$ cat src/include/mrd_defines.svh
`ifndef MRD_DEFINES_SVH
`define MRD_DEFINES_SVH

// sample index width
// frames up to 4096 points
`define MRD_W_ADDR 12

// one sample word
`define MRD_W_DATA 16

// sample memory banks, index n lands in bank n mod 7
`define MRD_N_BANK 7

// row address inside one bank
// 4096 / 7 rows need 10 bits
`define MRD_W_ROW 10

// radix fields nf[0] to nf[5]
`define MRD_N_STAGE 6

// idle cycles in source before the first read address
`define MRD_SRC_WAIT 4

`endif

$ cat src/design/mrd_pkg.sv
`default_nettype none

package mrd_pkg;

	// controller phase
	// values 2 to 4 stay free for the compute phases of the full controller
	typedef enum logic [2:0]
	{
		IDLE   = 3'd0,
		SINK   = 3'd1,
		SOURCE = 3'd5
	} mrd_state_e;

	// radix of one stage, 1 to 5
	// a radix of 1 marks an unused stage
	typedef logic [2:0] radix_t;

endpackage

`default_nettype wire

$ cat src/design/mrd_fsm_source.sv
`timescale 1ns/1ps
`default_nettype none
`include "mrd_defines.svh"

module mrd_fsm_source
(
	input  wire                      clk,
	input  wire                      rst_n,
	input  wire mrd_pkg::mrd_state_e state,
	input  wire [`MRD_W_ADDR:0]      n_points,
	input  wire                      mem_valid,
	input  wire [`MRD_W_DATA-1:0]    mem_data,
	output logic                     rd_start,
	output logic                     src_valid,
	output logic                     src_sop,
	output logic                     src_eop,
	output logic [`MRD_W_DATA-1:0]   src_data,
	output logic                     source_end
);

	localparam int W_WAIT = $clog2(`MRD_SRC_WAIT + 1);
	localparam logic [W_WAIT-1:0] WAIT_MAX = `MRD_SRC_WAIT;

	logic [W_WAIT-1:0]    cnt_wait;
	logic                 wait_done_r;
	logic                 in_source;
	logic                 mem_valid_r;
	logic [`MRD_W_ADDR:0] cnt_out;

	assign in_source = (state == mrd_pkg::SOURCE);

	// wait counter saturates and clears outside source
	// rd_start on the cycle after saturation
	always_ff @(posedge clk)
	begin
		if (!rst_n)
		begin
			cnt_wait    <= '0;
			wait_done_r <= 1'b0;
			rd_start    <= 1'b0;
		end
		else
		begin
			if (!in_source)
				cnt_wait <= '0;
			else if (cnt_wait != WAIT_MAX)
				cnt_wait <= cnt_wait + 1'b1;
			wait_done_r <= (cnt_wait == WAIT_MAX);
			// one pulse per frame
			rd_start    <= in_source && (cnt_wait == WAIT_MAX) && !wait_done_r;
		end
	end

	// framing one cycle behind the memory
	always_ff @(posedge clk)
	begin
		if (!rst_n)
		begin
			mem_valid_r <= 1'b0;
			src_valid   <= 1'b0;
			src_sop     <= 1'b0;
			src_eop     <= 1'b0;
			cnt_out     <= '0;
			source_end  <= 1'b0;
		end
		else
		begin
			mem_valid_r <= mem_valid;
			if (in_source)
			begin
				src_valid <= mem_valid;
				// rising edge of mem_valid opens the frame
				src_sop   <= mem_valid && !mem_valid_r;
				// count of words already passed
				if (mem_valid)
					cnt_out <= cnt_out + 1'b1;
				src_eop   <= mem_valid && (cnt_out == (n_points - 1'b1));
			end
			else
			begin
				src_valid <= 1'b0;
				src_sop   <= 1'b0;
				src_eop   <= 1'b0;
				cnt_out   <= '0;
			end
			// closes the frame so the controller drops to idle
			source_end <= in_source && src_eop;
		end
	end

	always_ff @(posedge clk)
	begin
		src_data <= mem_data;
	end

	// address counter stops after the last word
	a_eop_valid: assert property (@(posedge clk) disable iff (!rst_n)
		src_eop |-> (src_valid && !mem_valid));

endmodule

`default_nettype wire

$ cat config.mk
export PLATFORM = sky130hd
export DESIGN_NAME = mrd_fsm_source
export DESIGN_NICKNAME = d
export VERILOG_FILES = /design/src/design/mrd_pkg.sv /design/src/design/mrd_fsm_source.sv
export VERILOG_INCLUDE_DIRS = /design/src /design/src/include
export SDC_FILE = /design/constraint.sdc
export NUM_CORES = 1
export LEC_CHECK = 0
export BUFFER_PORTS_ARGS = -buffer_cell sky130_fd_sc_hd__clkbuf_2
export CAP_MARGIN = 20
export CORE_MARGIN = 1
export CORE_UTILIZATION = 53
export DETAILED_ROUTE_END_ITERATION = 6
export GPL_TIMING_DRIVEN = 1
export PLACE_DENSITY_LB_ADDON = 0.05
export SLEW_MARGIN = 20
export SYNTH_ARGS = -nofsm -noshare
export SYNTH_HDL_FRONTEND = slang
export SYNTH_SLANG_ARGS = --single-unit
export TNS_END_PERCENT = 1
$ cat constraint.sdc
create_clock -name clk -period 4.5 [get_ports clk]
set_input_delay 0.9 -clock clk [delete_from_list [all_inputs] [get_ports clk]]
set_output_delay 0.9 -clock clk [all_outputs]
set_load 0.01 [all_outputs]
==> results.json <==
{
  "crit_path_max_incr_delay_ns": 0.51,
  "grt_antenna_before_repair": 0,
  "dp_hpwl_mm": 2.66,
  "synthCells": 171,
  "synth_edf_count": 0,
  "synth-async-reset-ratio": 0,
  "hold_depth": 1,
  "cp.arrival_ns": 2.41,
  "fin_util": 0.710,
  "placement.cell_area_um2": 1950,
  "routabilityCongestion": 0.857,
  "synth_nets": 210,
  "grt_max_degree": 20,
  "wl_mm": 3.36,
  "area_growth_pct": 23.6,
  "fin_crit_sh": 0.473,
  "synth_cell_types": 36,
  "firstDrtPassIters": 7,
  "clkSinkCount": 39,
  "core_um2": 2850,
  "yosysWarningCount": 0,
  "layout_common_cells": "clkbuf_2 (55), dfxtp_1 (39), xnor2_1 (18), nor2_1 (18)",
  "p_per_area_nw_per_um2": 305,
  "slew_viol_final": 0,
  "ys_seq_area_frac": 0.476,
  "ioPinCount": 56,
  "io_buffers": 55,
  "vias": 1409,
  "die_x_um": 57.6,
  "cts_tree": "done",
  "drive_above_1_share": 0.300,
  "cts.clk_slew.worst_paths_ns": 0.12,
  "status": "finished, violations left",
  "p_leak_uw": 0.000838,
  "ys_ff_latch": 39,
  "diodes": 0,
  "cp.required_ns": 4.78,
  "ant_nets": 0,
  "critical_path_class": "in2reg",
  "power.total_uw": 617,
  "die_area_um2": 3320,
  "clockBufferDepth": 2,
  "rows": 19,
  "syn-cell-area_um2": 1640,
  "slew_headroom": 0.686,
  "post-cts-setup-buffer-count": 0,
  "yosys-top-cells-area": "dfxtp_1 (48%), xnor2_1 (9.6%), xor2_1 (4.3%), nor2_1 (4.1%), ha_1 (3.1%)",
  "peakVddDrop_mv": 0.281,
  "hold_class": "reg2reg",
  "grt_pass1_wl_mm": 5.58,
  "final_common_cell": "clkbuf_2",
  "h-tree-depth": 2,
  "synth_top_area_cell": "dfxtp_1",
  "path_cells": "clkbuf_2 > or4_4 > o21a_1 > o41ai_2 > o211ai_1 > nor3_2",
  "drc": 2,
  "initial_utilization": 0.575,
  "worst_pin_slew_ns": 0.464,
  "skew_ns": 0.0133,
  "fmax_mhz": 470,
  "grt.overflow.total": 0,
  "clock_latency_ns": 0.34,
  "setup_viol": 0,
  "ys.flop_type": "dfxtp_1",
  "cp-end-kind": "flop",
  "numCtsBuffers": 5,
  "violations": "design-rule violations",
  "maxCapViolCount": 0,
  "synth.avg_cell_area_um2": 9.59,
  "slowest_stage": "or4_4",
  "post-synth-top-area-fraction": 0.476,
  "drtIter0Drc": 49,
  "finish.instance_area_um2": 2030,
  "cts-root-buf": "clkbuf_4",
  "path_max_fanout": 8,
  "critPathLaunchType": "input port",
  "rsz0062_at_grt": "no",
  "finalHoldViolations": 0,
  "dieHeight_um": 57.6,
  "layout_min_cycle_time_ns": 2.13,
  "fin_tns_setup_ns": 0,
  "grt_use_total": 0.223,
  "post_drt_wl_per_cell_um": 12.7,
  "nets": 271,
  "grt_pass1_vias": 1327,
  "holdBufCountCts": 0,
  "r2r_cells": 5,
  "via_per_inst": 5.34,
  "post_cts_resized": 0
}
## cells by family after synthesis
family	after synthesis	synth area share
muxes	2	0.0130
adders and majority gates	4	0.0305
xor gates and xnor gates	26	0.139
AOI/OAI and AO/OA	16	0.0710
DFF	39	0.476
and+or+nand+nor	72	0.243
buffers and inverters	12	0.0275
## registers in the layout (all words and copies together) (netlist names)
name,count
src_valid,1
cnt_wait,3
mem_valid_r,1
rd_start,1
src_eop,1
source_end,1
cnt_out,13
src_sop,1
src_data,16
wait_done_r,1
## layer usage
metal | routed length, um | vias to the layer above | share of wire | track usage
met5 | 0 | - | 0 | 0
met4 | 57 | 0 | 0.017 | 0.101
met3 | 159 | 7 | 0.047 | 0.0469
met2 | 1680 | 32 | 0.50 | 0.397
met1 | 1470 | 652 | 0.44 | 0.255
li1 | - | 718 | - | -
## critical path: cells and delay by family
family | cells | cell delay (ns)
AND/OR/NAND/NOR | 2 | 0.71
AO/OA/AOI/OAI | 3 | 0.65
buffers and inverters | 1 | 0.15
## where the power goes
group	total, uW	switching, uW	internal [uW]
logic	58.1	29.7	28.4
clock network	203	111	91.4
registers	356	2.56	354
total	617	144	474
## stage by stage
| stage | instances | hold slack [ns] | setup slack [ns] |
|---|---|---|---|
| 6_report | 264 | 0.391 | 2.37 |
| 5_1_grt | 264 | 0.406 | 2.27 |
| 4_1_cts | 264 | 0.391 | 2.38 |
| 3_5_place_dp | 256 | 0.373 | 2.01 |
| 3_3_place_gp | 256 | 0.372 | 2.09 |
| 2_1_floorplan | 171 | 0.368 | 2.25 |
## synthesized netlist by cell type (2+ instances only)
cell       n
a21oi_1    4
and3_1     3
clkbuf_1   2
dfxtp_1   39
ha_1       4
inv_1     10
nand2_1    7
nand3_1    8
nand4_1    5
nand4b_1   2
nor2_1    18
nor2b_1    4
nor3_1    10
nor3b_1    2
nor4_1     3
o211ai_1   2
o21a_1     2
o21ai_0    3
or3_1      2
xnor2_1   18
xor2_1     8
## area by class of cell
| class | instances | area (um^2) |
|---|---|---|
| repair buffers | 56 | 283 |
| clock buffers | 7 | 65.1 |
| fillers | 215 | 827 |
| clock inverters | 1 | 7.51 |
| multi-input cells | 120 | 813 |
| well taps | 31 | 38.8 |
| flip-flops and latches | 39 | 781 |
| inverters | 10 | 37.5 |
## final timing paths
kind	start	to	slack, ns
setup / recovery	n_points[2]	src_eop	2.37
hold / removal	mem_valid_r	src_sop	0.39
setup reg to reg	cnt_out[0]	cnt_out[10]	2.83
hold reg to reg	mem_valid_r	src_sop	0.39
Power figures use the tool's default switching activity.
