[config.mk]
export PLATFORM = sky130hd
export DESIGN_NAME = mrd_ctrl_fsm
export DESIGN_NICKNAME = d
export VERILOG_FILES = /design/src/design/mrd_pkg.sv /design/src/design/mrd_ctrl_fsm.sv
export VERILOG_INCLUDE_DIRS = /design/src /design/src/include
export SDC_FILE = /design/constraint.sdc
export NUM_CORES = 1
export LEC_CHECK = 0
export BUFFER_PORTS_ARGS = -buffer_cell sky130_fd_sc_hd__buf_2
export CELL_PAD_IN_SITES_DETAIL_PLACEMENT = 1
export CELL_PAD_IN_SITES_GLOBAL_PLACEMENT = 2
export CORE_MARGIN = 3
export CORE_UTILIZATION = 25
export DETAILED_ROUTE_END_ITERATION = 12
export GPL_TIMING_DRIVEN = 1
export PLACE_DENSITY_LB_ADDON = 0.1
export RECOVER_POWER = 50
export SLEW_MARGIN = 40
export SYNTH_ARGS = -nofsm -noshare
export SYNTH_HDL_FRONTEND = slang
export SYNTH_SLANG_ARGS = --single-unit
[constraint.sdc]
create_clock -name clk -period 5.3 [get_ports clk]
set_input_delay 0.53 -clock clk [delete_from_list [all_inputs] [get_ports clk]]
set_output_delay 0.53 -clock clk [all_outputs]
set_load 0.02 [all_outputs]
[src/include/mrd_defines.svh]
`ifndef MRD_DEFINES_SVH
`define MRD_DEFINES_SVH

// sample index width
// frames up to 4096 points
`define MRD_W_ADDR 12

// one sample word
`define MRD_W_DATA 16

// sample memory banks, index n lands in bank n mod 7
`define MRD_N_BANK 7

// row address inside one bank
// 4096 / 7 rows need 10 bits
`define MRD_W_ROW 10

// radix fields nf[0] to nf[5]
`define MRD_N_STAGE 6

// idle cycles in source before the first read address
`define MRD_SRC_WAIT 4

`endif

[src/design/mrd_pkg.sv]
`default_nettype none

package mrd_pkg;

	// controller phase
	// values 2 to 4 stay free for the compute phases of the full controller
	typedef enum logic [2:0]
	{
		IDLE   = 3'd0,
		SINK   = 3'd1,
		SOURCE = 3'd5
	} mrd_state_e;

	// radix of one stage, 1 to 5
	// a radix of 1 marks an unused stage
	typedef logic [2:0] radix_t;

endpackage

`default_nettype wire

[src/design/mrd_ctrl_fsm.sv]
`timescale 1ns/1ps
`default_nettype none
`include "mrd_defines.svh"

module mrd_ctrl_fsm
(
	input  wire                                    clk,
	input  wire                                    rst_n,
	input  wire mrd_pkg::radix_t [0:`MRD_N_STAGE-1] nf,
	input  wire                                    sink_valid,
	input  wire                                    sink_sop,
	input  wire [`MRD_W_DATA-1:0]                  sink_data,
	input  wire [`MRD_W_ADDR:0]                    n_points,
	input  wire                                    source_end,
	output mrd_pkg::mrd_state_e                    state,
	output logic                                   cfg_load,
	output logic                                   wr_en,
	output logic [`MRD_W_ADDR-1:0]                 wr_addr,
	output logic [`MRD_W_DATA-1:0]                 wr_data
);

	// next index to write while in sink
	logic [`MRD_W_ADDR-1:0] wr_idx;
	logic                   sop_accept;
	logic                   single_point;
	logic                   last_write;

	// frame start only from idle
	assign sop_accept = (state == mrd_pkg::IDLE) && sink_valid && sink_sop;

	// radices latched by the address counter on this strobe
	assign cfg_load = sop_accept;

	// all radices 1, the sop sample is the whole frame
	// n_points is not loaded yet on that cycle
	always_comb
	begin
		single_point = 1'b1;
		for (int k = 0; k < `MRD_N_STAGE; k++)
		begin
			if (nf[k] != 3'd1)
				single_point = 1'b0;
		end
	end

	// sop sample is index 0
	assign wr_en   = sop_accept || ((state == mrd_pkg::SINK) && sink_valid);
	assign wr_addr = (state == mrd_pkg::SINK) ? wr_idx : '0;

	// write of index n_points - 1
	assign last_write = (state == mrd_pkg::SINK) && sink_valid
		&& ({1'b0, wr_idx} == (n_points - 1'b1));

	// data one cycle behind, lined up with the write divider output
	always_ff @(posedge clk)
	begin
		wr_data <= sink_data;
	end

	// phase sequencing
	always_ff @(posedge clk)
	begin
		if (!rst_n)
		begin
			state  <= mrd_pkg::IDLE;
			wr_idx <= '0;
		end
		else
		begin
			case (state)
				mrd_pkg::IDLE:
				begin
					if (sop_accept)
					begin
						wr_idx <= {{(`MRD_W_ADDR-1){1'b0}}, 1'b1};
						state  <= single_point ? mrd_pkg::SOURCE : mrd_pkg::SINK;
					end
				end
				mrd_pkg::SINK:
				begin
					// gaps between samples simply hold the index
					if (sink_valid)
					begin
						wr_idx <= wr_idx + 1'b1;
						if (last_write)
							state <= mrd_pkg::SOURCE;
					end
				end
				mrd_pkg::SOURCE:
				begin
					// sink strobes ignored here
					if (source_end)
						state <= mrd_pkg::IDLE;
				end
				default:
				begin
					state <= mrd_pkg::IDLE;
				end
			endcase
		end
	end

	// n_points comes from the address counter, loaded on the sop cycle
	a_wr_idx_range: assert property (@(posedge clk) disable iff (!rst_n)
		((state == mrd_pkg::SINK) && sink_valid) |-> ({1'b0, wr_idx} < n_points));

endmodule

`default_nettype wire

==> impl_metrics.yaml <==
power_and_ir_drop:
  leakage_nw: 0.9060
  ir_worst_vdd_uv: 153.5
  power_density_mw_per_mm2: 241.5
clocking:
  clkSlewWorstSetupHoldPaths_ns: 0.06
  clk_latency_ns: 0.28
  cts_setup_buffers: 0
  cts_max_path_buffers: 2
  cts_tree: "yes"
  cts_resized: 0
  cts_buffers: 5
  hold_buffers: 0
  cts.sink_count: 30
  root_buffer: "clkbuf_8"
  h-tree-depth: 2
routing:
  num_vias: 1494
  wl_per_cell_um: 13.59
  drcViolationCount: 0
  drt-total-wl_um: 4349
  ant_nets: 0
  first_pass_iters: 4
  via_per_inst: 4.669
  drtIter0Drc: 29
yosys:
  ys_warn_count: 0
  synthFlopType: "dfxtp_1"
  synth_common_cells: "30 x dfxtp_1, 16 x xor2_1, 13 x and2_1, 13 x nand2_1, 11 x nor2_1"
  synth-async-reset-ratio_pct: 0
  synth_seq_area_share_pct: 39.57
  avgSynthCellArea_um2: 9.311
  synth_edf_count: 0
  syn_inst: 163
  synth_top_area_cell: "dfxtp_1"
  yosys.cell_types.count: 49
  mappedNetlistArea_mm2: 0.001518
  ys_seq_elements: 30
  yosysTopAreaCellShare_pct: 39.57
  ys_top_cells_by_area: "dfxtp_1 40%, xor2_1 9.2%, and2_1 5.4%"
  syn_nets: 217
  yosys.cell_count.top_type: "dfxtp_1"
cells_and_area:
  ff_latch_area_um2: 600.6
  syn2layout_area_growth_pct: 36.27
  multi_input_area_um2: 878.3
  layout-drive-gt1-share_pct: 34.27
  n_antenna_cell: 0
  fill_cells: 721
  finalNetCount: 301
global_routing:
  grt_pass1_vias: 1535
  grt_overflow: 0
  grt_usage_pct: 12.64
  met3_usage_pct: 4.047
  antenna_found_initial: 0
  grt.met2_usage_pct: 20.68
  grtUsageMet1_pct: 15.93
  grt_pass1_wl_um: 7293
  grt_max_degree: 17
  busiest_layer: "met2"
worst_setup_path:
  path_cells: "buf_2, inv_1, ha_1, nor3b_1, xor2_1, o221a_2, o21ai_0, o2111ai_1, a211oi_2"
  endpoint_kind: "register"
  critPathKind: "in -> reg"
  r2r_cells: 5
  slowest_delay_ns: 0.49
  crit_fanout: 5
  startpoint_type: "input pin"
  cp.depth: 9
  cp_top_family: "compound AO/OA/AOI/OAI gates"
  cp_slowest_cell: "nor3b_1"
  cp.arrival_ns: 2.37
  worst-path-buf-inv: 2
  cp.required_ns: 5.50
timing:
  worst_slew_pin_slew_ns: 0.7082
  fmax_mhz: 460.5
  min_period_over_period_pct: 40.97
  slew_headroom_pct: 52.47
  fin_ws_ns: 3.129
  period_needed_ns: 2.171
  finClkSkew_ns: 0.001658
  setup_tns_ns: 0
  setup_viol: 0
  hold_violations: 0
  slew_viol_final: 0
  grt_setup_unrepaired: "false"
floorplan:
  io_pins: 85
  core_area_mm2: 0.005675
  fp.dieW_um: 83.92
  dieHeight_um: 83.92
  core.rowCount: 27
  dieArea_mm2: 0.007042
  start_util_pct: 26.74
run_status:
  status: "finished, final reports clean"
worst_hold_path:
  min_path_type: "in -> reg"
  hold_depth: 1
placement:
  dpl.hpwl_um: 3636
  io_buffers: 83
  place_ws_ns: 2.840
  gp_congestion: 0.7350
flow_run:
  drv_cap: 0
==> worst paths after layout <==
check                startpoint           to  slack, ns
setup / recovery    n_points[0]     state[2]       3.13
hold reg to reg       wr_idx[7]    wr_idx[7]       0.54
setup reg to reg       state[0]     state[2]       3.28
hold / removal    sink_data[14]  wr_data[14]       0.35
==> layout make-up <==
class | instances | share of cell area (%)
Multi-Input combinational cell | 125 | 42.47
Clock buffer | 6 | 3.993
Tap cell | 72 | 4.356
Clock inverter | 2 | 0.6050
Inverter | 2 | 0.3630
Timing Repair Buffer | 83 | 19.18
Sequential cell | 30 | 29.04
==> cell families (layout without fill, tap and decap cells) <==
| group | Yosys count | after routing | share of synthesized area (%) |
|---|---|---|---|
| AO/OA/AOI/OAI | 26 | 26 | 12.70 |
| AND/OR/NAND/NOR | 74 | 74 | 30.42 |
| other | 1 | 1 | 0.2471 |
| buffers and inverters | 8 | 93 | 2.555 |
| flip-flops | 30 | 30 | 39.57 |
| XOR/XNOR | 21 | 21 | 12.12 |
| adder cells (fa/ha/maj) | 2 | 2 | 1.649 |
| multiplexers | 1 | 1 | 0.7419 |
==> state kept, by name (all words and copies together), names as in the netlist <==
signal	count
state	2
wr_data	16
wr_idx	12
==> stage by stage <==
| stage | cell area, µm² | utilization, % | std cells | hold WS [ns] | power, W |
|---|---|---|---|---|---|
| floorplan | 1518 | - | 163 | 0.4781 | 0.0002801 |
| CTS | 2087 | 36.77 | 320 | 0.3384 | 0.0005135 |
| detailed placement | 1992 | 35.10 | 312 | 0.5338 | 0.0003186 |
| global route | 2068 | 36.44 | 320 | 0.3344 | 0.0005281 |
| global placement | 1992 | 35.10 | 312 | 0.5229 | 0.0003184 |
| finish | 2068 | 36.44 | 320 | 0.3505 | 0.0004996 |
==> power by group <==
group          leakage, nW  internal [W]  switching [W]
logic                0.610     0.0000306      0.0000420
registers            0.248      0.000234     0.00000425
clock network       0.0472      0.000104      0.0000849
total                0.906      0.000368       0.000131
==> layout by cell type, fill, tap and decap left out, drive strengths merged, types with 6 or more instances in the layout <==
cell type,n
clkbuf,21
nor2,11
and2,13
dfxtp,30
nand2,13
o21ai,6
xor2,16
buf,68
==> per-layer routing <==
layer  part of all wire (%)  routed length [µm]
met1                     45                1973
met3                    7.0                 305
met5                      0                   0
met4                    1.0                  45
met2                     47                2025
(Power assumes the default switching activity.)
