[config.mk]
export PLATFORM = sky130hd
export DESIGN_NAME = mrd_divider_7
export DESIGN_NICKNAME = d
export VERILOG_FILES = /design/src/design/mrd_divider_7.sv
export VERILOG_INCLUDE_DIRS = /design/src /design/src/include
export SDC_FILE = /design/constraint.sdc
export NUM_CORES = 1
export LEC_CHECK = 0
export BUFFER_PORTS_ARGS = -buffer_cell sky130_fd_sc_hd__clkbuf_2
export CORE_ASPECT_RATIO = 0.9
export CORE_MARGIN = 8
export CORE_UTILIZATION = 63
export CTS_BUF_LIST = sky130_fd_sc_hd__clkbuf_2 sky130_fd_sc_hd__clkbuf_4 sky130_fd_sc_hd__clkbuf_8
export CTS_CLUSTER_SIZE = 14
export DETAILED_ROUTE_END_ITERATION = 8
export PLACE_DENSITY_LB_ADDON = 0.25
export SETUP_SLACK_MARGIN = 0.2
export SYNTH_ARGS = -nofsm -noshare
export SYNTH_HDL_FRONTEND = slang
export SYNTH_SLANG_ARGS = --single-unit
[constraint.sdc]
create_clock -name clk -period 10.65 [get_ports clk]
set_input_delay 0.5325 -clock clk [delete_from_list [all_inputs] [get_ports clk]]
set_output_delay 0.5325 -clock clk [all_outputs]
set_load 0.02 [all_outputs]
[src/include/mrd_defines.svh]
`ifndef MRD_DEFINES_SVH
`define MRD_DEFINES_SVH

// sample index width
// frames up to 4096 points
`define MRD_W_ADDR 12

// one sample word
`define MRD_W_DATA 16

// sample memory banks, index n lands in bank n mod 7
`define MRD_N_BANK 7

// row address inside one bank
// 4096 / 7 rows need 10 bits
`define MRD_W_ROW 10

// radix fields nf[0] to nf[5]
`define MRD_N_STAGE 6

// idle cycles in source before the first read address
`define MRD_SRC_WAIT 4

`endif

[src/design/mrd_divider_7.sv]
`timescale 1ns/1ps
`default_nettype none
`include "mrd_defines.svh"

module mrd_divider_7
(
	input  wire                    clk,
	input  wire                    rst_n,
	input  wire [`MRD_W_ADDR-1:0]  addr,
	input  wire                    addr_valid,
	output logic [`MRD_W_ROW-1:0]  row,
	output logic [2:0]             bank,
	output logic                   bank_valid
);

	// floor(2^13 / 7)
	// estimate is the true quotient or one short for 12-bit input
	localparam int                     RECIP_SHIFT = 13;
	localparam logic [10:0]            RECIP       = 11'd1170;
	localparam logic [`MRD_W_ADDR-1:0] SEVEN       = 7;

	logic [`MRD_W_ADDR+10:0] prod;
	logic [`MRD_W_ROW-1:0]   q_est;
	logic [`MRD_W_ADDR-1:0]  r_est;
	logic [`MRD_W_ADDR-1:0]  r_sub;
	logic                    need_fix;
	logic [`MRD_W_ROW-1:0]   q_fix;
	logic [2:0]              r_fix;

	// reciprocal multiply
	assign prod  = addr * RECIP;
	assign q_est = prod[RECIP_SHIFT +: `MRD_W_ROW];

	// remainder lands in 0 .. 13
	assign r_est = addr - q_est * SEVEN;
	assign r_sub = r_est - SEVEN;

	// single correction step
	assign need_fix = (r_est >= SEVEN);
	assign q_fix    = q_est + {{(`MRD_W_ROW-1){1'b0}}, need_fix};
	assign r_fix    = need_fix ? r_sub[2:0] : r_est[2:0];

	always_ff @(posedge clk)
	begin
		if (!rst_n)
			bank_valid <= 1'b0;
		else
			bank_valid <= addr_valid;
	end

	// row is the quotient, bank the remainder
	always_ff @(posedge clk)
	begin
		row  <= q_fix;
		bank <= r_fix;
	end

endmodule

`default_nettype wire

==> flow_metrics.env, run 1 <==
export IMPL_row_count=24
export IMPL_startpoint="addr[2]"
export IMPL_cts_setup_buffers=0
export IMPL_syn_to_final_growth_pct=7.67
export IMPL_netlist_instances=375
export IMPL_drt_wl_total_um=6850
export IMPL_crit_type="input pin to flop"
export IMPL_htreeDepth=1
export IMPL_synthTopCellsByArea="ha_1, fa_1, inv_1, dfxtp_1, xnor2_1"
export IMPL_setup_tns_ps=0
export IMPL_synth_top_family_by_area="adder cells"
export IMPL_synthMuxAreaShare_pct=1.39
export IMPL_synth_nets=484
export IMPL_crit_slowest_cell="fa_1"
export IMPL_synth_simple_area_share_pct=11.1
export IMPL_initial_core_util_pct=66.3
export IMPL_cp_end_kind="flop"
export IMPL_cts_sinks=14
export IMPL_hold_path_class="input pin to flop"
export IMPL_drt_first_pass_iters=4
export IMPL_slowest_delay_ps=530
export IMPL_core_mm2=0.00489
export IMPL_rsz0062_at_grt="no"
export IMPL_ys_seq_area_share_pct=8.63
export IMPL_port_buffers=28
export IMPL_grt_ovfl_total=0
export IMPL_cap_violations=0
export IMPL_pin_count=29
export IMPL_hpwlAfterDp_um=6030
export IMPL_cts_tree="done"
export IMPL_die_h_um=84.1
export IMPL_fill_cells=390
export IMPL_multi_input_area_mm2=0.00266
export IMPL_wl_met1_um=3140
export IMPL_cp_start_kind="input pin"
export IMPL_ys_ff_latch=14
export IMPL_finalCritPeriodShare_pct=76.7
export IMPL_synth_xor_area_share_pct=11.4
export IMPL_clk_path_buf_depth=2
export IMPL_critPathMaxFanout=6
export IMPL_syn_area_mm2=0.00325
export IMPL_ys_warn_count=0
export IMPL_tightest_slew_ps=953
export IMPL_period_needed_ps=8170
export IMPL_synth_adder_area_share_pct=41.5
export IMPL_final_nets=514
export IMPL_wl_met2_um=3130
export IMPL_cts_root_buf="clkbuf_8"
export IMPL_hold_viol_final=0
export IMPL_drc=0
export IMPL_async_flop_share_pct=0
export IMPL_drive_gt1_share_pct=11.2
export IMPL_drv_slew=0
export IMPL_final_common_cell="inv_1"
export IMPL_max_freq_mhz=122
export IMPL_cts_inserted_buffers=3
export IMPL_grt_pass1_wl_um=12300
export IMPL_synth_compound_area_share_pct=16.6
export IMPL_synth_ff_type="dfxtp_1"
export IMPL_final_cell_mix="inv_1, ha_1, clkbuf_2"
export IMPL_synth_top_area_share_pct=28.5
export IMPL_detail_route_wl_per_cell_um=14.6
export IMPL_yosysTopAreaCell="ha_1"
export IMPL_critPathRequiredTime_ps=10820
export IMPL_outcome="finished, final reports clean"
export IMPL_vias=2625
export IMPL_grt_max_degree=12
export IMPL_dieArea_mm2=0.00771
export IMPL_highest_layer="met4"
export IMPL_globalplace_congestion=0.976
export IMPL_path_clk_slew_ps=60
export IMPL_antenna_found_initial=0
export IMPL_drt_initial_drc_count=103
export IMPL_die_width_um=91.7
export IMPL_grt_pass1_vias=2735
export IMPL_antenna_left=0
export IMPL_synth_cell_type_count=58
export IMPL_met3_length_um=411
export IMPL_cts_resized=0
export IMPL_syn_area_per_cell_um2=8.66
export IMPL_slew_headroom_pct=36.0
export IMPL_viasPerCell=5.61
export IMPL_seq_area_um2=280
export IMPL_finalSetupViolCount=0
export IMPL_grt_usage_pct=18.9
export IMPL_min_from="addr_valid"
export IMPL_arrival_ps=8330
export IMPL_antenna_cells=0
export IMPL_synth_edff_count=0
export IMPL_cts_hold_buffers=0
## registers in the layout (all words and copies together), names as in the netlist
register and cells:
row 10, bank 3, bank_valid 1
## kinds of logic after synthesis
logic type / after synthesis
AOI/OAI and AO/OA: 72
xor gates and xnor gates: 38
adders and majority gates: 96
buffers and inverters: 81
DFF: 14
muxes: 4
and+or+nand+nor: 70
## worst paths after layout
kind  cells past startpoint                    end
min                       2  bank_valid$_SDFF_PN0_
max                      35         row[9]$_DFF_P_
## synth_stat cells (2+ instances only)
master and number:
inv_1 78, ha_1 74, nand2_1 23, xnor2_1 23
a21oi_1 20, fa_1 20, dfxtp_1 14, nor2_1 14
o21ai_0 12, xor2_1 12, a21o_1 8, nand2b_1 7
nand3_1 5, o21bai_1 5, and3_1 4, nor3_1 4
mux2i_1 3, o21ai_1 3, a211o_1 2, a21oi_2 2
a31o_2 2, a41oi_1 2, and4_1 2, maj3_1 2
## cell type report
cell class | count | area share [%]
Clock buffer | 3 | 1.18
Inverter | 78 | 8.38
Multi-Input combinational cell | 280 | 76.1
Timing Repair Buffer | 28 | 4.01
Sequential cell | 14 | 8.02
Tap cell | 65 | 2.33
## per-stage QoR
step	worst slack, ps	util (%)	cell area [um^2]	hold slack (ps)	instances
2_1_floorplan	2870	-	3250	654	375
3_3_place_gp	2500	70.6	3450	739	465
3_5_place_dp	2230	70.6	3450	747	465
4_1_cts	2470	71.4	3500	501	468
5_1_grt	2030	71.4	3500	517	468
6_report	2480	71.4	3500	493	468
## critical path, delay by kind of cell
kind	cells	cell delay [ps]
buffers and inverters	8	500
AO/OA/AOI/OAI	8	1600
AND/OR/NAND/NOR	6	1090
XOR/XNOR	3	920
adder cells (fa/ha/maj)	10	3680
## per-layer routing
metal	track usage (%)	vias up
met5	0	-
met4	5.94	0
met3	2.79	14
met2	32.1	73
met1	23.7	1214
li1	-	1324
Power of run 1 is not shown: default switching activity piles up to over one toggle a cycle in this logic, so the estimate is an artifact.
==> run 2: changes to the inputs <==
--- a/config.mk
+++ b/config.mk
@@ -6,6 +6,7 @@
 export SDC_FILE = /design/constraint.sdc
 export NUM_CORES = 1
 export LEC_CHECK = 0
+export ABC_AREA = 1
 export BUFFER_PORTS_ARGS = -buffer_cell sky130_fd_sc_hd__clkbuf_2
 export CORE_ASPECT_RATIO = 0.9
 export CORE_MARGIN = 8
==> constraint.sdc (replaced) <==
create_clock -name clk -period 7.9 [get_ports clk]
set_input_delay 0.395 -clock clk [delete_from_list [all_inputs] [get_ports clk]]
set_output_delay 0.395 -clock clk [all_outputs]
set_load 0.02 [all_outputs]
==> run 2 against run 1 <==
Design area increased by 6.5%. Cell count increased by 21%. Global-route usage increased by 1.1 points. First-iteration DRC count increased by 35%. Setup slack got worse by 1800 ps. Hold slack got worse by 170 ps. Utilization decreased by 0.59 points. Non-clock buffer count increased by 1. Sequential cell count unchanged. Sequential share of layout area decreased by 0.49 points. Critical path depth increased by 5. Via count increased by 16%. Highest routed layer unchanged.
==> flow_metrics.env, run 2 <==
export IMPL_grt_pass1_vias=2983
export IMPL_final_common_cell="inv_1"
export IMPL_fin_area_mm2=0.00372
export IMPL_detail_route_wl_per_cell_um=13.7
export IMPL_core_mm2=0.00526
export IMPL_drc=0
export IMPL_synth_nets=576
export IMPL_drt_initial_drc_count=139
export IMPL_grt_max_degree=9
export IMPL_synth_cell_type_count=38
export IMPL_final_nets=610
export IMPL_globalplace_congestion=0.962
export IMPL_critPathMaxFanout=5
export IMPL_netlist_instances=467
export IMPL_syn_area_mm2=0.00342
export IMPL_cts_inserted_buffers=3
export IMPL_setup_tns_ps=0
export IMPL_cp_start_kind="input pin"
export IMPL_tightest_slew_ps=404
export IMPL_outcome="finished, final reports clean"
export IMPL_cts_tree="done"
export IMPL_fill_cells=424
export IMPL_yosys_top_cells_count="inv_1, nand2_1, ha_1"
export IMPL_crit_slowest_cell="fa_1"
export IMPL_finalSetupViolCount=0
export IMPL_cp_end_kind="flop"
export IMPL_largest_reg_flops=10
export IMPL_yosysTopAreaCell="ha_1"
export IMPL_htreeDepth=1
export IMPL_drive_gt1_share_pct=13.8
export IMPL_async_flop_share_pct=0
export IMPL_drv_slew=0
export IMPL_final_cell_mix="inv_1, nand2_1, ha_1"
export IMPL_die_h_um=85.9
export IMPL_hold_viol_final=0
export IMPL_worstHoldPathCells=3
export IMPL_synth_ff_type="dfxtp_1"
export IMPL_syn_to_final_growth_pct=8.93
export IMPL_cts_sinks=14
export IMPL_finalCritPeriodShare_pct=91.4
export IMPL_antenna_cells=0
export IMPL_port_buffers=28
export IMPL_ys_warn_count=0
export IMPL_pin_count=29
export IMPL_grt_ovfl_total=0
export IMPL_cts_root_buf="clkbuf_8"
export IMPL_die_width_um=93.6
export IMPL_antenna_left=0
export IMPL_cp_num_buf_inv=11
export IMPL_hpwlAfterDp_um=6740
export IMPL_holdPathEnd="bank_valid$_SDFF_PN0_"
export IMPL_cts_hold_buffers=0
export IMPL_seq_area_um2=280
export IMPL_arrival_ps=7360
export IMPL_synthTopCellsByArea="ha_1, inv_1, fa_1, nand2_1, dfxtp_1"
export IMPL_layout_setup_ws_ps=677
export IMPL_cap_violations=0
export IMPL_row_count=25
export IMPL_clk_path_buf_depth=2
export IMPL_critPathRequiredTime_ps=8040
export IMPL_dieArea_mm2=0.00804
export IMPL_crit_top_cell="inv_1"
export IMPL_initial_core_util_pct=65.0
export IMPL_synth_most_common_cell="inv_1"
export IMPL_regMostFlops="row"
export IMPL_drt_wl_total_um=7740
export IMPL_slowest_delay_ps=530
export IMPL_vias=3034
export IMPL_rsz0062_at_grt="no"
export IMPL_ys_seq_area_share_pct=8.20
export IMPL_grt_pass1_wl_um=13000
export IMPL_fin_util_pct=70.8
export IMPL_grt_usage_pct=19.9
export IMPL_dpl_cell_area_mm2=0.00364
export IMPL_ys_ff_latch=14
export IMPL_slew_headroom_pct=72.9
export IMPL_crit_type="input pin to flop"
export IMPL_synth_edff_count=0
export IMPL_max_freq_mhz=138
export IMPL_cp_top_family="adder cells"
export IMPL_hold_path_class="input pin to flop"
export IMPL_min_from="addr_valid"
export IMPL_period_needed_ps=7220
export IMPL_path_clk_slew_ps=50
export IMPL_syn_area_per_cell_um2=7.32
export IMPL_antenna_found_initial=0
export IMPL_synth_top_area_share_pct=27.1
export IMPL_pre_cts_ws_ps=264
export IMPL_drt_first_pass_iters=7
export IMPL_multi_input_area_mm2=0.00271
export IMPL_viasPerCell=5.35
export IMPL_reg_top3="row x10, bank x3, bank_valid x1"
run 2: cell types whose count changed after synthesis, sizes merged, moves of 8 or more:
cell / before / now
nand3: 6 / 28
nand2: 23 / 94
nor2: 14 / 31
inv: 78 / 119
o21ai: 15 / 7
xnor2: 23 / 8
xor2: 13 / 21
run 2: cell families after synthesis:
kind of cell,after synthesis,synth area share [%]
buffers and inverters,119,13.1
flip-flops,14,8.20
AO/OA/AOI/OAI,46,8.46
adder cells (fa/ha/maj),94,38.8
AND/OR/NAND/NOR,165,22.0
XOR/XNOR,29,9.41
run 2: per-layer routing:
metal	part of all wire, %	GRT usage (%)	up-vias
li1	-	-	1520
met1	43	23.4	1392
met2	49	35.9	95
met3	4.4	1.92	27
met4	3.3	8.06	0
met5	0	0	-
run 2: cell type report:
cell class | count | area share [%]
multi-input combinational | 334 | 72.8
inverter | 119 | 12.0
sequential | 14 | 7.53
timing repair buffer | 29 | 3.97
tap | 67 | 2.25
clock buffer | 4 | 1.48
run 2: what timing repair did:
| action | in CTS | in global routing |
|---|---|---|
| setup endpoints to repair | 0 | 4 |
| resized for setup | 0 | 4 |
| buffers inserted | 0 | 1 |
run 2: metrics by stage:
step | hold slack [ps] | std cells
2_1_floorplan | 488 | 467
3_3_place_gp | 575 | 562
3_5_place_dp | 579 | 562
4_1_cts | 324 | 566
5_1_grt | 333 | 567
6_report | 324 | 567
run 2: worst max-delay path by stage:
| stage | end | depth (start not counted) | start |
|---|---|---|---|
| after floorplan | row[8]$_DFF_P_ | 36 | addr[2] |
| after global placement | row[8]$_DFF_P_ | 41 | addr[5] |
| after detailed placement | row[8]$_DFF_P_ | 37 | addr[5] |
| after CTS | row[8]$_DFF_P_ | 37 | addr[5] |
| after global routing | row[8]$_DFF_P_ | 40 | addr[5] |
| final | row[8]$_DFF_P_ | 40 | addr[5] |
Power of run 2 is left out for the same reason.
