### src/include/mrd_defines.svh
`ifndef MRD_DEFINES_SVH
`define MRD_DEFINES_SVH

// sample index width
// frames up to 4096 points
`define MRD_W_ADDR 12

// one sample word
`define MRD_W_DATA 16

// sample memory banks, index n lands in bank n mod 7
`define MRD_N_BANK 7

// row address inside one bank
// 4096 / 7 rows need 10 bits
`define MRD_W_ROW 10

// radix fields nf[0] to nf[5]
`define MRD_N_STAGE 6

// idle cycles in source before the first read address
`define MRD_SRC_WAIT 4

`endif

### src/design/mrd_pkg.sv
`default_nettype none

package mrd_pkg;

	// controller phase
	// values 2 to 4 stay free for the compute phases of the full controller
	typedef enum logic [2:0]
	{
		IDLE   = 3'd0,
		SINK   = 3'd1,
		SOURCE = 3'd5
	} mrd_state_e;

	// radix of one stage, 1 to 5
	// a radix of 1 marks an unused stage
	typedef logic [2:0] radix_t;

endpackage

`default_nettype wire

### src/design/mrd_digit_rev_addr.sv
`timescale 1ns/1ps
`default_nettype none
`include "mrd_defines.svh"

module mrd_digit_rev_addr
(
	input  wire                                    clk,
	input  wire                                    rst_n,
	input  wire                                    cfg_load,
	input  wire mrd_pkg::radix_t [0:`MRD_N_STAGE-1] nf,
	input  wire                                    rd_start,
	output logic [`MRD_W_ADDR:0]                   n_points,
	output logic [`MRD_W_ADDR-1:0]                 rd_addr,
	output logic                                   rd_addr_valid
);

	localparam logic [`MRD_W_ADDR:0] PT_ONE = 1;

	// frame configuration
	mrd_pkg::radix_t [0:`MRD_N_STAGE-1]     radix_r;
	logic [0:`MRD_N_STAGE-1][`MRD_W_ADDR:0] stride_c;
	logic [0:`MRD_N_STAGE-1][`MRD_W_ADDR:0] stride_r;
	logic [`MRD_W_ADDR:0]                   n_points_c;

	// read counter, c0 fastest
	mrd_pkg::radix_t [0:`MRD_N_STAGE-1] digit;
	mrd_pkg::radix_t [0:`MRD_N_STAGE-1] digit_next;
	logic                               carry;
	logic [`MRD_W_ADDR:0]               addr_next;
	logic [`MRD_W_ADDR:0]               issued;
	logic                               nf_ok;

	// stride_k = nf[k+1] * ... * nf[5]
	always_comb
	begin
		stride_c[`MRD_N_STAGE-1] = PT_ONE;
		for (int k = `MRD_N_STAGE - 2; k >= 0; k--)
		begin
			stride_c[k] = stride_c[k+1] * nf[k+1];
		end
		// point count is one more stage up
		n_points_c = stride_c[0] * nf[0];
	end

	// config held for the whole frame
	always_ff @(posedge clk)
	begin
		if (cfg_load)
		begin
			radix_r  <= nf;
			stride_r <= stride_c;
			n_points <= n_points_c;
		end
	end

	// ripple carry through the digits
	// and weighted sum of the next digit set
	always_comb
	begin
		carry     = 1'b1;
		addr_next = '0;
		for (int k = 0; k < `MRD_N_STAGE; k++)
		begin
			if (carry && (digit[k] == (radix_r[k] - 1'b1)))
			begin
				// wrap, carry moves up
				digit_next[k] = '0;
			end
			else if (carry)
			begin
				digit_next[k] = digit[k] + 1'b1;
				carry         = 1'b0;
			end
			else
			begin
				digit_next[k] = digit[k];
			end
			addr_next = addr_next + digit_next[k] * stride_r[k];
		end
	end

	// one address per cycle for n_points cycles
	always_ff @(posedge clk)
	begin
		if (!rst_n)
		begin
			rd_addr_valid <= 1'b0;
			issued        <= '0;
			digit         <= '0;
		end
		else if (rd_start)
		begin
			rd_addr_valid <= 1'b1;
			issued        <= PT_ONE;
			digit         <= '0;
		end
		else if (rd_addr_valid)
		begin
			if (issued == n_points)
			begin
				rd_addr_valid <= 1'b0;
			end
			else
			begin
				issued <= issued + 1'b1;
				digit  <= digit_next;
			end
		end
	end

	// address word, first one is always 0
	always_ff @(posedge clk)
	begin
		if (rd_start)
			rd_addr <= '0;
		else if (rd_addr_valid && (issued != n_points))
			rd_addr <= addr_next[`MRD_W_ADDR-1:0];
	end

	// radix fields legal when a frame opens
	always_comb
	begin
		nf_ok = 1'b1;
		for (int k = 0; k < `MRD_N_STAGE; k++)
		begin
			if ((nf[k] < 3'd1) || (nf[k] > 3'd5))
				nf_ok = 1'b0;
		end
	end

	a_nf_range: assert property (@(posedge clk) disable iff (!rst_n)
		cfg_load |-> nf_ok);

	// digit reversal stays a permutation of 0 .. n_points - 1
	a_rd_addr_range: assert property (@(posedge clk) disable iff (!rst_n)
		rd_addr_valid |-> ({1'b0, rd_addr} < n_points));

endmodule

`default_nettype wire

### config.mk
export PLATFORM = sky130hd
export DESIGN_NAME = mrd_digit_rev_addr
export DESIGN_NICKNAME = d
export VERILOG_FILES = /design/src/design/mrd_pkg.sv /design/src/design/mrd_digit_rev_addr.sv
export VERILOG_INCLUDE_DIRS = /design/src /design/src/include
export SDC_FILE = /design/constraint.sdc
export NUM_CORES = 1
export LEC_CHECK = 0
export BUFFER_PORTS_ARGS = -buffer_cell sky130_fd_sc_hd__buf_2
export CELL_PAD_IN_SITES_DETAIL_PLACEMENT = 0
export CELL_PAD_IN_SITES_GLOBAL_PLACEMENT = 1
export CORE_UTILIZATION = 50
export DETAILED_ROUTE_END_ITERATION = 8
export PLACE_DENSITY_LB_ADDON = 0.1
export SYNTH_ARGS = -nofsm -noshare
export SYNTH_HDL_FRONTEND = slang
export SYNTH_SLANG_ARGS = --single-unit
### constraint.sdc
create_clock -name clk -period 11.98 [get_ports clk]
set_input_delay 1.797 -clock clk [delete_from_list [all_inputs] [get_ports clk]]
set_output_delay 1.797 -clock clk [all_outputs]
set_load 0.01 [all_outputs]
==> results of run 1 <==
-- layout make-up --
type                    instances  area share
well taps                     280      0.0282
multi-input cells             852       0.604
clock buffers                  20      0.0394
clock inverters                12      0.0110
inverters                     177      0.0535
flip-flops and latches        114       0.240
repair buffers                 54      0.0232
-- cells in the mapped netlist, types with 22 or more instances --
master	n
xor2_1	36
inv_1	177
a21oi_1	37
and2_1	64
fa_1	130
dfxtp_1	44
nand2_1	180
nor2_1	56
ha_1	89
nand3_1	22
edfxtp_1	70
xnor2_1	55
-- sequential cells by signal, indices dropped and copies added, names as in the netlist --
| signal | flops |
|---|---|
| stride_r | 42 |
| digit | 18 |
| radix_r | 15 |
| issued | 13 |
| n_points | 13 |
| rd_addr | 12 |
| rd_addr_valid | 1 |
-- routing by layer --
layer  track usage  share of wire  routed length [um]  vias to the layer above
met1         0.296           0.48               11300                     3844
met3        0.0304          0.029                 668                       22
li1              -              -                   -                     3856
met4        0.0559          0.011                 255                        0
met5             0              0                   0                        -
met2         0.378           0.48               11200                      110
-- power breakdown --
group / total, uW / internal, uW / switching [uW]
clock network: 541 / 340 / 201
registers: 601 / 539 / 61.2
logic: 1120 / 478 / 644
total: 2260 / 1360 / 907
-- cell families after synthesis --
logic type,after synthesis,synth area share
AO/OA/AOI/OAI,115,0.0651
XOR/XNOR,97,0.0827
adder cells (fa/ha/maj),219,0.330
buffers and inverters,204,0.0704
flip-flops,114,0.265
multiplexers,22,0.0196
AND/OR/NAND/NOR,399,0.168
-- metrics by stage --
step / power [uW] / hold WS, ps / instance area (um2)
after floorplan: 1460 / 476 / 11300
after global placement: 1720 / 461 / 11800
after detailed placement: 1730 / 468 / 11800
after CTS: 2290 / 482 / 12400
after global routing: 2470 / 504 / 12400
final: 2260 / 476 / 12400
-- worst paths after layout --
path | from | endpoint
worst max register to register | radix_r[15] | rd_addr[11]
worst min-delay path | rd_addr[3] | rd_addr[3]
worst min register to register | rd_addr[3] | rd_addr[3]
worst max-delay path | nf[0] | n_points[12]
-- worst max-delay path: cells and delay by family --
| family | cells | cell delay, ps |
|---|---|---|
| adders and majority gates | 11 | 4120 |
| xor gates and xnor gates | 6 | 1600 |
| and+or+nand+nor | 7 | 1520 |
| AOI/OAI and AO/OA | 7 | 1330 |
| buffers and inverters | 5 | 290 |
==> results.md, run 1 <==
* Die width at 152 um
* Final Worst Setup Slack at 1480 ps
* CTS Buf Count at 17
* Register area share after synthesis at 0.265
* Commonest non-fill, non-tap cell in the layout: nand2_1
* ANT nets after route at 0
* Max-slew violation count at 0
* R2R setup slack at 4010 ps
* Slowest CP cell: or4_1
* Syn nets at 1411
* Fin nets at 1457
* DP Wirelength at 18.4 mm
* CTS tree: done
* Pre-CTS WS at 1000 ps
* Crit path DAT at 10690 ps
* CTS max path bufs at 2
* Peak Freq at 95.2 MHz
* Initial antenna violation count at 0
* Overall routing resource usage at 0.221
* Crit end category: register
* Worst-path clk slew at 60 ps
* RSZ-0062 raised after global routing: no
* Post-synthesis cell count at 1170
* Residual DRC count at 2
* Chip height at 152 um
* Synth Area per Inst at 9.64 um2
* Initial DRC Count at 384
* Max VDD drop at 146 uV
* Worst Reg-to-Reg Cells at 27
* WP data required at 12160 ps
* CP Max Fanout at 6
* CTS resizes at 0
* Setup CP Type: primary input to register
* Total gr overflow at 0
* Root Buffer: clkbuf_16
* Vias in the first global route at 8206
* Skew final at 14.9 ps
* Cts hold-fix bufs at 0
* Count of different cell masters after synthesis at 56
* Pwr/cell area at 182 mW/mm2
* Vias at 7832
* WL final at 23.4 mm
* Multi-input gate area at 0.00750 mm2
* Fin util at 0.565
* Placement Rows at 54
* Maxcap violations at 0
* Area of the mapped netlist at 0.0113 mm2
* Post-CTS Setup Inserts at 0
* Worst slew pin tran at 967 ps
* Full die area at 0.0232 mm2
* Cell taking the most area after synthesis: fa_1
* Share of the synthesized area in the top cell type at 0.231
* Crit-path max cell delay at 510 ps
* Sink Count at 114
* Hold WC Path Type: register to register
* Drt via density at 5.19
* Most frequent CP cell: fa_1
* Final Hold Vio Count at 0
* Number of synthesized flops with an enable pin at 70
* Setup TNS at 0 ps
* Crit path time final at 10500 ps
* Crit share post-route at 0.877
* Register area at 0.00298 mm2
* Yosys warns at 0
* Share of synthesized registers carrying an async set or reset at 0
* Core area at 0.0220 mm2
* P&R area growth vs syn at 10.1%
* Filler cell count at 1996
* Routed len/inst at 15.5 um
* Slew margin rel. at 0.355
* Most frequent cells in the layout: nand2_1 (180), inv_1 (177), fa_1 (130), ha_1 (89), edfxtp_1 (70)
* Global-route wire length before repair at 40.2 mm
* Share of cells above drive strength 1 at 0.0789
* Ports at 48
* Yosys reg bits at 114
* GPL Wtd Cong at 0.817
* Placed cell count at 1477
* Leakage at 0.00597 uW
* Final cell count without fillers at 1509
* H-tree depth at 4
* Synth area leaders: fa_1 (23%), edfxtp_1 (19%), ha_1 (9.9%)
* Synth Flop Type: edfxtp_1
* Violated checks: design-rule violations
* Clk_lat worst skew at 430 ps
* Initial core utilization at 0.514
* Status: complete, but fails checks
* Min-Delay Path Depth at 2
* Largest net degree at the start of global routing at 71
* Crit start category: primary input
* Drt pass-1 iters at 7
* Port buffer count at 47
* Endpoints failing setup at 0
* Antenna fix cells at 0
No activity file was read; power rests on OpenSTA's default activity.
==> run 2: changes to the inputs <==
--- a/config.mk
+++ b/config.mk
@@ -9,9 +9,9 @@
 export BUFFER_PORTS_ARGS = -buffer_cell sky130_fd_sc_hd__buf_2
 export CELL_PAD_IN_SITES_DETAIL_PLACEMENT = 0
 export CELL_PAD_IN_SITES_GLOBAL_PLACEMENT = 1
-export CORE_UTILIZATION = 50
+export CORE_UTILIZATION = 38
 export DETAILED_ROUTE_END_ITERATION = 8
-export PLACE_DENSITY_LB_ADDON = 0.1
+export PLACE_DENSITY_LB_ADDON = 0.08
 export SYNTH_ARGS = -nofsm -noshare
 export SYNTH_HDL_FRONTEND = slang
 export SYNTH_SLANG_ARGS = --single-unit
==> results.md, run 2 (synthesis gave the netlist of run 1 again) <==
* Max-slew violation count at 0 (unchanged)
* Top reg by flops: stride_r
* CP Max Fanout at 6 (unchanged)
* Setup CP Type: primary input to register
* Cts hold-fix bufs at 0 (unchanged)
* Skew final at 10.3 ps (-4.64 ps)
* Initial antenna violation count at 0 (unchanged)
* GPL Wtd Cong at 0.793 (-2.9%)
* Total gr overflow at 0 (unchanged)
* CTS resizes at 0 (unchanged)
* Reg-to-reg endpoint: rd_addr[11]
* Hold WC Path Type: register to register
* Chip height at 174 um (+15%)
* NetSw at 913 uW (+0.66%)
* Ports at 48 (unchanged)
* DP Wirelength at 20.1 mm (+9.0%)
* ANT nets after route at 0 (unchanged)
* Crit end category: register
* Antenna fix cells at 0 (unchanged)
* R2R setup slack at 3940 ps (-70 ps)
* Endpoints failing setup at 0 (unchanged)
* Maxcap violations at 0 (unchanged)
* Vias in the first global route at 8264 (+0.71%)
* Commonest non-fill, non-tap cell in the layout: nand2_1
* Sink Count at 114 (unchanged)
* Post-CTS Setup Inserts at 0 (unchanged)
* H-tree depth at 4 (unchanged)
* Drt pass-1 iters at 5 (-2)
* Vias at 7771 (-0.78%)
* Worst Reg-to-Reg Cells at 27 (unchanged)
* Crit start category: primary input
* Initial DRC Count at 319 (-17%)
* Leakage at 0.00597 uW (about the same)
* Fin nets at 1457 (unchanged)
* Worst-path clk slew at 50 ps (about the same)
* P&R area growth vs syn at 11.2%
* Full die area at 0.0304 mm2 (+31%)
* CTS Buf Count at 17 (unchanged)
* CTS tree: done
* Int Pwr at 1350 uW (-0.70%)
* Slew margin rel. at 0.352 (-0.00317)
* Slowest CP cell: or4_1
* Overall routing resource usage at 0.182 (-0.0393)
* WP data required at 12160 ps (about the same)
* Peak Freq at 94.1 MHz (-1.2%)
* Pwr/cell area at 180 mW/mm2 (-1.2%)
* Min-Delay Path Depth at 2 (unchanged)
* Max VDD drop at 126 uV (-13%)
* Initial core utilization at 0.390 (-0.124)
* RSZ-0062 raised after global routing: no
* Most frequent cells in the layout: nand2_1 (180), inv_1 (177), fa_1 (130), ha_1 (89), edfxtp_1 (70)
* Fraction of power consumed by combinational cells at 0.501 (+0.005)
* Global-route wire length before repair at 43.0 mm (+6.9%)
* Crit path time final at 10620 ps (+124 ps)
* CTS max path bufs at 2 (unchanged)
* Worst slew pin tran at 972 ps (+4.76 ps)
* Crit-path max cell delay at 530 ps (+20 ps)
* Largest net degree at the start of global routing at 71 (unchanged)
* Port buffer count at 47 (unchanged)
* Final Hold Vio Count at 0 (unchanged)
* Clk_lat worst skew at 430 ps (about the same)
* Critical path launch point: nf[0]
* Drt via density at 4.82 (-7.2%)
* Tot Pwr at 2260 uW (-0.16%)
* Worst r2r src: radix_r[15]
* Sequential share of power at 0.266 (about the same)
* Share of cells above drive strength 1 at 0.0789 (unchanged)
* Setup TNS at 0 ps (unchanged)
* Most frequent CP cell: fa_1
* Switching part of the total at 0.404 (+0.00327)
* WL final at 25.1 mm (+7.5%)
* Core area at 0.0289 mm2 (+32%)
* Max reg flops at 42 (unchanged)
* Routed len/inst at 15.6 um (+0.55%)
* Critical Path Sink: n_points[12]
* Status: completed
* Crit path DAT at 10800 ps (+110 ps)
* Clock share of power at 0.232 (-0.007)
* Die width at 174 um (+15%)
* Crit share post-route at 0.887 (+0.0103)
* Residual DRC count at 0 (-2)
* Top Registers: stride_r (42), digit (18), radix_r (15)
* Placement Rows at 62 (+15%)
* Root Buffer: clkbuf_16
[run 2: final cells by class]
class / count / area, um2
inverters: 177 / 664
multi-input cells: 852 / 7500
clock inverters: 9 / 56.3
well taps: 384 / 480
repair buffers: 54 / 288
clock buffers: 23 / 564
flip-flops and latches: 114 / 2980
fillers: 2866 / 16400
[run 2: layer usage]
layer	vias up	wire [um]	GRT usage	share of wire
met1	3819	12800	0.248	0.51
met5	-	0	0	0
met2	75	11500	0.303	0.46
li1	3857	-	-	-
met4	0	306	0.0482	0.012
met3	20	513	0.0238	0.020
[run 2: stage by stage]
step / cell area (um2) / worst slack, ps / cells / util / hold WS (ps)
2_1_floorplan: 11300 / 1730 / 1170 / - / 476
3_3_place_gp: 11900 / 1060 / 1581 / 0.412 / 461
3_5_place_dp: 11900 / 911 / 1581 / 0.412 / 473
4_1_cts: 12500 / 1350 / 1613 / 0.433 / 486
5_1_grt: 12500 / 608 / 1613 / 0.433 / 500
6_report: 12500 / 1360 / 1613 / 0.433 / 482
[run 2: how the worst min path moves through the flow]
| stage | startpoint | end |
|---|---|---|
| finish | rd_addr[3] | rd_addr[3] |
| global route | rd_addr[10] | rd_addr[10] |
| CTS | rd_addr[3] | rd_addr[3] |
| detailed placement | rd_addr[3] | rd_addr[3] |
| global placement | rd_addr[3] | rd_addr[3] |
| floorplan | digit[5] | digit[5] |
[run 2: worst max-delay path: cells and delay by family]
family / cells / cell delay (ps)
fa+ha+maj: 11 / 4120
simple gates: 7 / 1530
compound gates: 8 / 1530
xor+xnor: 6 / 1520
buf+inv: 5 / 290
[run 2: power groups by stage]
stage | clock [uW] | combinational, uW | sequential (uW)
2_1_floorplan | 0 | 869 | 592
3_3_place_gp | 0 | 1150 | 610
3_5_place_dp | 0 | 1150 | 609
4_1_cts | 540 | 1160 | 601
5_1_grt | 555 | 1320 | 610
6_report | 525 | 1130 | 602
